--- config.mk ---
export PLATFORM = sky130hd
export DESIGN_NAME = ialu_top
export DESIGN_NICKNAME = d
export VERILOG_FILES = /design/src/logic/ialu_pkg.sv /design/src/logic/ialu_adder_cmp.sv /design/src/logic/ialu_logic_shift.sv /design/src/logic/ialu_mul_iter.sv /design/src/logic/ialu_ctrl.sv /design/src/logic/ialu_top.sv
export SDC_FILE = /design/constraint.sdc
export NUM_CORES = 1
export LEC_CHECK = 0
export BUFFER_PORTS_ARGS = -buffer_cell sky130_fd_sc_hd__buf_4
export CAP_MARGIN = 0
export CELL_PAD_IN_SITES_DETAIL_PLACEMENT = 2
export CELL_PAD_IN_SITES_GLOBAL_PLACEMENT = 2
export CORE_ASPECT_RATIO = 1.5
export CORE_MARGIN = 10
export CORE_UTILIZATION = 37
export DETAILED_ROUTE_END_ITERATION = 8
export PLACE_DENSITY = 0.8
export SETUP_SLACK_MARGIN = 0.5
export SYNTH_ARGS = -nofsm -noshare
export SYNTH_HDL_FRONTEND = slang
export SYNTH_SLANG_ARGS = --single-unit
--- constraint.sdc ---
create_clock -name clk -period 10.25 [get_ports clk]
set_input_delay 1.025 -clock clk [delete_from_list [all_inputs] [get_ports clk]]
set_output_delay 1.025 -clock clk [all_outputs]
set_load 0.02 [all_outputs]
--- src/logic/ialu_pkg.sv ---
// --------------------
// Shared types of the integer ALU: word width, command codes,
// request, adder flags and multiplier kind
// --------------------

`default_nettype none

package ialu_pkg;

    // --------------------
    // Data word
    // --------------------
    localparam int ialu_xlen = 32;                 // Operand and result width

    typedef logic [ialu_xlen-1:0] ialu_word_t;

    // --------------------
    // Operation codes
    // --------------------
    typedef enum logic [4:0] {
        cmd_add    = 5'd0,
        cmd_sub    = 5'd1,
        cmd_lt     = 5'd2,                         // Signed less than
        cmd_ltu    = 5'd3,                         // Unsigned less than
        cmd_eq     = 5'd4,
        cmd_ne     = 5'd5,
        cmd_ge     = 5'd6,
        cmd_geu    = 5'd7,
        cmd_and    = 5'd8,
        cmd_or     = 5'd9,
        cmd_xor    = 5'd10,
        cmd_sll    = 5'd11,
        cmd_srl    = 5'd12,
        cmd_sra    = 5'd13,
        cmd_mul    = 5'd14,                        // Low word of product
        cmd_mulh   = 5'd15,                        // High word, signed x signed
        cmd_mulhsu = 5'd16,                        // High word, signed x unsigned
        cmd_mulhu  = 5'd17                         // High word, unsigned x unsigned
    } ialu_cmd_e;

    // --------------------
    // Request and status bundles
    // --------------------
    typedef struct packed {
        ialu_cmd_e  cmd;
        ialu_word_t op1;
        ialu_word_t op2;
    } ialu_req_s;

    // Flags of the main adder, taken from the 33-bit result
    typedef struct packed {
        logic zero;
        logic sign;
        logic overflow;
        logic carry;                               // Borrow on subtract
    } ialu_flags_s;

    typedef struct packed {
        logic op1_signed;
        logic op2_signed;                          // Top multiplier bit weighs negative
        logic high_half;                           // Return upper product word
    } ialu_mul_kind_s;

endpackage

`default_nettype wire

--- src/logic/ialu_adder_cmp.sv ---
// --------------------
// Main adder/subtractor of the ALU with zero, sign,
// overflow and carry flags for the compares
// --------------------

`timescale 1ns/10ps
`default_nettype none

module ialu_adder_cmp
    import ialu_pkg::*;
(
    input  ialu_word_t  op1,
    input  ialu_word_t  op2,
    input  logic        sub,                       // 0 add, 1 subtract
    output ialu_word_t  sum,
    output ialu_flags_s flags
);

    // --------------------
    // Local signals
    // --------------------
    logic [ialu_xlen:0] res_ext;                   // Result with carry-out
    logic               op1_msb;
    logic               op2_msb;
    logic               res_msb;

    // --------------------
    // Adder
    // --------------------
    always_comb begin
        if (sub) begin
            res_ext = {1'b0, op1} - {1'b0, op2};   // Carry bit is the borrow
        end else begin
            res_ext = {1'b0, op1} + {1'b0, op2};
        end
    end

    assign sum = res_ext[ialu_xlen-1:0];

    // --------------------
    // Flags
    // --------------------
    assign op1_msb = op1[ialu_xlen-1];
    assign op2_msb = op2[ialu_xlen-1];
    assign res_msb = res_ext[ialu_xlen-1];

    always_comb begin
        flags.zero     = ~|res_ext[ialu_xlen-1:0];
        flags.sign     = res_msb;
        flags.carry    = res_ext[ialu_xlen];
        // Signs of the operands differ and the result left the sign of op1
        flags.overflow = (op1_msb ^ op2_msb) & (res_msb ^ op1_msb);
    end

endmodule

`default_nettype wire

--- src/logic/ialu_logic_shift.sv ---
// --------------------
// Bitwise and/or/xor and barrel shifter of the ALU
// --------------------

`timescale 1ns/10ps
`default_nettype none

module ialu_logic_shift
    import ialu_pkg::*;
(
    input  ialu_cmd_e  cmd,
    input  ialu_word_t op1,
    input  ialu_word_t op2,
    output ialu_word_t res
);

    // --------------------
    // Local signals
    // --------------------
    logic [4:0] shamt;                             // Shift amount
    ialu_word_t sll_res;
    ialu_word_t srl_res;
    ialu_word_t sra_res;

    assign shamt = op2[4:0];

    // --------------------
    // Shifter
    // --------------------
    assign sll_res = op1 << shamt;
    assign srl_res = op1 >> shamt;
    assign sra_res = ialu_word_t'($signed(op1) >>> shamt);   // Sign fill from op1

    // --------------------
    // Result select
    // --------------------
    always_comb begin
        case (cmd)
            cmd_and: res = op1 & op2;
            cmd_or:  res = op1 | op2;
            cmd_xor: res = op1 ^ op2;
            cmd_sll: res = sll_res;
            cmd_srl: res = srl_res;
            cmd_sra: res = sra_res;
            default: res = '0;                     // Not a logic or shift command
        endcase
    end

endmodule

`default_nettype wire

--- src/logic/ialu_mul_iter.sv ---
// --------------------
// Iterative shift-and-add multiplier, mul_step multiplier
// bits per cycle, with its own step counter
// --------------------

`timescale 1ns/10ps
`default_nettype none

module ialu_mul_iter
    import ialu_pkg::*;
#(
    parameter int mul_step = 1                     // Multiplier bits per cycle, 1, 2 or 4
) (
    input  logic           clk,
    input  logic           rst_n,
    input  logic           start,                  // First step, operands taken from inputs
    input  logic           step,                   // Following steps, from registers
    input  ialu_mul_kind_s kind,
    input  ialu_word_t     op1,
    input  ialu_word_t     op2,
    output logic           done,
    output ialu_word_t     prod_lo,
    output ialu_word_t     prod_hi
);

    // --------------------
    // Local parameters
    // --------------------
    localparam int n_steps = ialu_xlen / mul_step;
    localparam int cnt_w   = $clog2(n_steps) + 1;
    localparam int acc_w   = ialu_xlen + mul_step + 2;

    // --------------------
    // Local signals
    // --------------------
    logic [cnt_w-1:0]        cnt_q;                // Steps already taken
    ialu_word_t              hi_q;                 // Partial product, upper word
    ialu_word_t              lo_q;                 // Product low bits and remaining multiplier
    ialu_word_t              hi_cur;
    ialu_word_t              lo_cur;
    logic                    last;
    logic                    hi_signed;
    logic signed [ialu_xlen:0] mcand;              // op1 with one extension bit
    logic signed [mul_step:0]  digit;              // Multiplier bits of this step
    logic signed [acc_w-1:0]   hi_ext;
    logic signed [acc_w-1:0]   pp;
    logic signed [acc_w-1:0]   acc;

    // --------------------
    // Step datapath
    // --------------------
    always_comb begin
        hi_cur    = start ? '0 : hi_q;
        lo_cur    = start ? op2 : lo_q;
        last      = step & (cnt_q == cnt_w'(n_steps - 1));
        hi_signed = kind.op1_signed | kind.op2_signed;

        mcand = {kind.op1_signed & op1[ialu_xlen-1], op1};
        // On the last step the top bit of a signed op2 counts negative
        digit = {kind.op2_signed & last & lo_cur[mul_step-1], lo_cur[mul_step-1:0]};

        hi_ext = {{(mul_step + 2){hi_signed & hi_cur[ialu_xlen-1]}}, hi_cur};
        pp     = mcand * digit;
        acc    = hi_ext + pp;

        prod_hi = acc[ialu_xlen+mul_step-1:mul_step];
        prod_lo = {acc[mul_step-1:0], lo_cur[ialu_xlen-1:mul_step]};   // Shift right into low word
    end

    assign done = last;

    // --------------------
    // Step counter
    // --------------------
    always_ff @(posedge clk or negedge rst_n) begin
        if (!rst_n) begin
            cnt_q <= '0;
        end else if (start) begin
            cnt_q <= cnt_w'(1);
        end else if (step) begin
            cnt_q <= cnt_q + cnt_w'(1);
        end
    end

    // --------------------
    // Partial product registers
    // --------------------
    always_ff @(posedge clk) begin
        if (start | step) begin
            hi_q <= prod_hi;
            lo_q <= prod_lo;
        end
    end

endmodule

`default_nettype wire

--- src/logic/ialu_ctrl.sv ---
// --------------------
// ALU control: command decode, idle/iterate FSM,
// ready/busy and final result select
// --------------------

`timescale 1ns/10ps
`default_nettype none

module ialu_ctrl
    import ialu_pkg::*;
(
    input  logic           clk,
    input  logic           rst_n,
    input  logic           vd,
    input  ialu_cmd_e      cmd,
    input  ialu_word_t     op1,
    input  ialu_word_t     op2,
    input  ialu_word_t     sum,
    input  ialu_flags_s    flags,
    input  ialu_word_t     ls_res,
    input  logic           mul_done,
    input  ialu_word_t     prod_lo,
    input  ialu_word_t     prod_hi,
    output logic           sub,
    output logic           mul_start,
    output logic           mul_step,
    output ialu_mul_kind_s mul_kind,
    output logic           rdy,
    output logic           busy,
    output ialu_word_t     res,
    output logic           cmp
);

    typedef enum logic {
        st_idle,
        st_iter
    } ctrl_state_e;

    ctrl_state_e state_q;
    ctrl_state_e state_nxt;
    logic        is_mul;
    logic        ops_nonzero;                      // Both operands nonzero
    logic        lt;
    logic        ltu;

    // --------------------
    // Decode
    // --------------------
    assign sub    = (cmd != cmd_add);
    assign is_mul = (cmd == cmd_mul) | (cmd == cmd_mulh) |
                    (cmd == cmd_mulhsu) | (cmd == cmd_mulhu);

    assign mul_kind.op1_signed = (cmd == cmd_mul) | (cmd == cmd_mulh) | (cmd == cmd_mulhsu);
    assign mul_kind.op2_signed = (cmd == cmd_mul) | (cmd == cmd_mulh);
    assign mul_kind.high_half  = (cmd != cmd_mul);

    assign ops_nonzero = (|op1) & (|op2);
    assign mul_start   = vd & is_mul & (state_q == st_idle) & ops_nonzero;
    assign mul_step    = vd & is_mul & (state_q == st_iter);

    // --------------------
    // FSM
    // --------------------
    always_comb begin
        state_nxt = state_q;
        case (state_q)
            st_idle: if (mul_start) state_nxt = st_iter;
            st_iter: if (mul_done)  state_nxt = st_idle;
            default: state_nxt = st_idle;
        endcase
    end

    always_ff @(posedge clk or negedge rst_n) begin
        if (!rst_n) begin
            state_q <= st_idle;
        end else if (!vd) begin
            state_q <= st_idle;                    // Abort on dropped request
        end else begin
            state_q <= state_nxt;
        end
    end

    // --------------------
    // Result forming
    // --------------------
    assign lt  = flags.sign ^ flags.overflow;
    assign ltu = flags.carry;

    always_comb begin
        res = '0;
        cmp = 1'b0;
        rdy = vd;
        case (cmd)
            cmd_add, cmd_sub: res = sum;
            cmd_lt:           cmp = lt;
            cmd_ltu:          cmp = ltu;
            cmd_eq:           cmp = flags.zero;
            cmd_ne:           cmp = ~flags.zero;
            cmd_ge:           cmp = ~lt;
            cmd_geu:          cmp = ~ltu;
            cmd_mul, cmd_mulh, cmd_mulhsu, cmd_mulhu: begin
                if (state_q == st_idle) begin
                    rdy = vd & ~ops_nonzero;       // Zero operand finishes at once
                end else begin
                    rdy = vd & mul_done;
                    res = mul_kind.high_half ? prod_hi : prod_lo;
                end
            end
            default:          res = ls_res;
        endcase
        if ((cmd >= cmd_lt) && (cmd <= cmd_geu)) begin
            res = ialu_word_t'(cmp);               // 0/1 compare word
        end
    end

    assign busy = vd & ~rdy;

endmodule

`default_nettype wire

--- src/logic/ialu_top.sv ---
// --------------------
// Integer ALU top level: control, adder, logic/shift
// block and iterative multiplier
// --------------------

`timescale 1ns/10ps
`default_nettype none

module ialu_top
    import ialu_pkg::*;
#(
    parameter int mul_step = 1                     // Multiplier bits per cycle
) (
    input  logic       clk,
    input  logic       rst_n,
    input  logic       vd,
    input  ialu_req_s  req,
    output logic       rdy,
    output logic       busy,
    output ialu_word_t res,
    output logic       cmp
);

    // --------------------
    // Internal wires
    // --------------------
    logic           sub;
    ialu_word_t     sum;
    ialu_flags_s    flags;
    ialu_word_t     ls_res;
    logic           mul_start;
    logic           mul_step_en;
    ialu_mul_kind_s mul_kind;
    logic           mul_done;
    ialu_word_t     prod_lo;
    ialu_word_t     prod_hi;

    ialu_ctrl u_ctrl (
        .clk       (clk),
        .rst_n     (rst_n),
        .vd        (vd),
        .cmd       (req.cmd),
        .op1       (req.op1),
        .op2       (req.op2),
        .sum       (sum),
        .flags     (flags),
        .ls_res    (ls_res),
        .mul_done  (mul_done),
        .prod_lo   (prod_lo),
        .prod_hi   (prod_hi),
        .sub       (sub),
        .mul_start (mul_start),
        .mul_step  (mul_step_en),
        .mul_kind  (mul_kind),
        .rdy       (rdy),
        .busy      (busy),
        .res       (res),
        .cmp       (cmp)
    );

    ialu_adder_cmp u_adder_cmp (
        .op1   (req.op1),
        .op2   (req.op2),
        .sub   (sub),
        .sum   (sum),
        .flags (flags)
    );

    ialu_logic_shift u_logic_shift (
        .cmd (req.cmd),
        .op1 (req.op1),
        .op2 (req.op2),
        .res (ls_res)
    );

    ialu_mul_iter #(
        .mul_step (mul_step)
    ) u_mul_iter (
        .clk     (clk),
        .rst_n   (rst_n),
        .start   (mul_start),
        .step    (mul_step_en),
        .kind    (mul_kind),
        .op1     (req.op1),
        .op2     (req.op2),
        .done    (mul_done),
        .prod_lo (prod_lo),
        .prod_hi (prod_hi)
    );

endmodule

`default_nettype wire

==> flow_metrics.env <==
export IMPL_top_usage_layer="met2"
export IMPL_netlist_top_cells_area="edfxtp_1 (13%), ha_1 (11%), o21ai_0 (6.6%)"
export IMPL_areaGrowthSynthToFinish_pct=10.8
export IMPL_grt_usage=0.357
export IMPL_cts_tree="done"
export IMPL_drtAntennaViolNets=0
export IMPL_p_per_area_nw_per_um2=94.1
export IMPL_grt_overflow_total=0
export IMPL_synth_cell_types=89
export IMPL_die_h_um=261
export IMPL_reg2reg_depth=17
export IMPL_synth_common_cells="nand2_1 (233), nor2_1 (220), o21ai_0 (189), a21oi_1 (159), inv_1 (142)"
export IMPL_vias=16800
export IMPL_grt_max_degree=66
export IMPL_insertion_delay_ns=0.36
export IMPL_numCtsBuffers=9
export IMPL_drv_cap=0
export IMPL_hold_viol_final=0
export IMPL_core_um2=38400
export IMPL_post_cts_buffers=0
export IMPL_fp_dieW_um=181
export IMPL_rsz0062_at_grt="no"
export IMPL_syn_cell_area_um2=14300
export IMPL_clockBufferDepth=2
export IMPL_seq_area_frac_synth=0.146
export IMPL_slowest_delay_ns=0.75
export IMPL_avgSynthCellArea_um2=7.26
export IMPL_cts_max_level=3
export IMPL_crit_chain="buf_4, or4_1, or3_1, nor4_2, nor4_1, mux2_2, and2_1, buf_4, nand2_1, fa_1, inv_1, ha_1, a21oi_1, nand3_1, nor3_1, o21bai_1, a31oi_1, a21oi_1, mux2_2, o2111ai_1, a21oi_1, buf_4"
export IMPL_wl_um=87000
export IMPL_initial_core_util=0.373
export IMPL_port_buffer_count=106
export IMPL_grt_pass1_vias=17900
export IMPL_crit_path_top_delay_cell="nor4_2"
export IMPL_gp_congestion=1.01
export IMPL_antenna_found_initial=1
export IMPL_wl_per_cell_um=34.7
export IMPL_fin_worst_hold_slack_ns=0.462
export IMPL_end_kind="output port"
export IMPL_cts_resized=0
export IMPL_critPathLaunchType="primary input"
export IMPL_syn_inst=1973
export IMPL_async_flop_share=0.0986
export IMPL_setup_viol=0
export IMPL_die_area_um2=47200
export IMPL_status="completed"
export IMPL_slew_violations=0
export IMPL_utilization=0.413
export IMPL_worstSetupPathType="in -> out"
export IMPL_fill_cells=4599
export IMPL_firstDrtPassIters=5
export IMPL_fin_tns_setup_ns=0
export IMPL_max_freq_ghz=0.106
export IMPL_synth_seq_cells=71
export IMPL_critPathRequiredTime_ns=9.23
export IMPL_crit_path_max_fanout=21
export IMPL_final_period_utilization=0.916
export IMPL_slew_headroom=0.0462
export IMPL_synth_top_cell_by_area="edfxtp_1"
export IMPL_dp_hpwl_um=68500
export IMPL_fin_crit_ns=9.39
export IMPL_antenna_cells=0
export IMPL_met2_usage=0.614
export IMPL_yosysMostFrequentCell="nand2_1"
export IMPL_p_leak_nw=6.93
export IMPL_synth_top_cell_area_share=0.134
export IMPL_synth_flop_cell="edfxtp_1"
export IMPL_layout_setup_ws_ns=0.856
export IMPL_path_clk_slew_ns=0.07
export IMPL_hold_path_class="in -> async"
export IMPL_via_per_inst=6.70
export IMPL_synth_edff_count=64
export IMPL_met3_usage=0.0460
export IMPL_ioPinCount=107
export IMPL_use_met1=0.415
export IMPL_post_place_ws_ns=1.24
export IMPL_route_detailed_drc=0
export IMPL_cts_root_buf="clkbuf_16"
export IMPL_drive_gt1_frac=0.113
export IMPL_worst_ep_arrival_time_ns=8.37
export IMPL_grt_pass1_wl_um=126000
export IMPL_ctsHoldBuffers=0
export IMPL_ys_warnings_count=0
export IMPL_worst_pin_slew_ns=1.42
export IMPL_drt_initial_drc_count=1672
export IMPL_ir_worst_vdd_v=0.000106
export IMPL_rows=88
export IMPL_synthesis_nets=2209
export IMPL_layout_nets=2243
export IMPL_cts_num_sinks=71
export IMPL_fin_worst_skew_ns=0.00884
-- critical path: cells and delay by family --
| kind | cells | cell delay [ns] |
|---|---|---|
| AO/OA/AOI/OAI | 6 | 1.98 |
| adder cells (fa/ha/maj) | 2 | 0.84 |
| buffers and inverters | 4 | 0.75 |
| multiplexers | 2 | 0.58 |
| AND/OR/NAND/NOR | 8 | 3.16 |
-- power by group --
| part | internal, mW | leakage, nW | switching (mW) |
|---|---|---|---|
| clock network | 0.192 | 0.143 | 0.152 |
| registers | 0.331 | 0.675 | 0.00453 |
| logic | 0.258 | 6.11 | 0.557 |
| total | 0.781 | 6.93 | 0.714 |
-- per-layer routing --
| layer | wire (um) | vias to the layer above |
|---|---|---|
| li1 | - | 7153 |
| met3 | 6150 | 247 |
| met1 | 32700 | 8569 |
| met4 | 6100 | 0 |
| met2 | 42000 | 834 |
| met5 | 0 | - |
-- through the flow --
stage	power (mW)	cells	instance area (um^2)
final	1.49	2507	15900
after detailed placement	1.13	2491	15600
after global placement	1.11	2491	15600
after global routing	1.55	2507	15900
after floorplan	0.799	1973	14300
after CTS	1.48	2507	15900
-- area by class of cell --
type | count | area [um^2] | share of cell area
clock buffer | 9 | 225 | 0.0142
timing repair buffer | 141 | 1060 | 0.0666
inverter | 145 | 544 | 0.0343
clock inverter | 7 | 80.1 | 0.00504
multi-input combinational | 1639 | 11300 | 0.709
tap | 495 | 619 | 0.0390
sequential | 71 | 2100 | 0.132
-- worst paths after layout --
kind | from | to | slack, ns
setup / recovery | req[27] | res[28] | 0.86
hold / removal | rst_n | u_mul_iter.cnt_q[0]$_DFFE_PN0P_ | 0.46
setup reg to reg | u_ctrl.state_q$_DFF_PN0_ | u_mul_iter.hi_q[28]$_DFFE_PP_ | 4.35
hold reg to reg | u_mul_iter.cnt_q[5]$_DFFE_PN0P_ | u_mul_iter.cnt_q[5]$_DFFE_PN0P_ | 0.58
max in group asynchronous | rst_n | u_mul_iter.cnt_q[5]$_DFFE_PN0P_ | 9.66
min in group clk | u_mul_iter.cnt_q[5]$_DFFE_PN0P_ | u_mul_iter.cnt_q[5]$_DFFE_PN0P_ | 0.58
-- sequential cells by signal (all words and copies together) (netlist names) --
| name | flops |
|---|---|
| u_ctrl.state_q | 1 |
| u_mul_iter.hi_q | 32 |
| u_mul_iter.cnt_q | 6 |
| u_mul_iter.lo_q | 32 |
-- cells by family after synthesis --
family	Yosys count	share of synthesized area
XOR/XNOR	91	0.0556
flip-flops	71	0.146
AND/OR/NAND/NOR	679	0.214
multiplexers	89	0.0841
AO/OA/AOI/OAI	616	0.269
adder cells (fa/ha/maj)	164	0.160
buffers and inverters	263	0.0697
-- cells in the final DEF (no fill, tap or decap), drive strengths merged, types with 13 or more instances in the layout --
cell    Yosys  final
nand2     234    234
nor2      220    220
o21ai     192    192
a21oi     159    159
inv       142    146
buf        27    141
ha        131    131
xnor2      69     69
edfxtp     64     64
mux2i      54     54
nand3      50     50
nor3       41     41
a21o       39     39
fa         33     33
nand2b     28     28
o211ai     28     28
a31oi      26     26
mux4       24     24
xor2       22     22
a211oi     22     22
a211o      20     20
and2       18     18
or3        14     14
nor4       14     14
nand4      13     13
o21bai     13     13
o22ai      13     13
No activity file was read; power rests on OpenSTA's default activity.
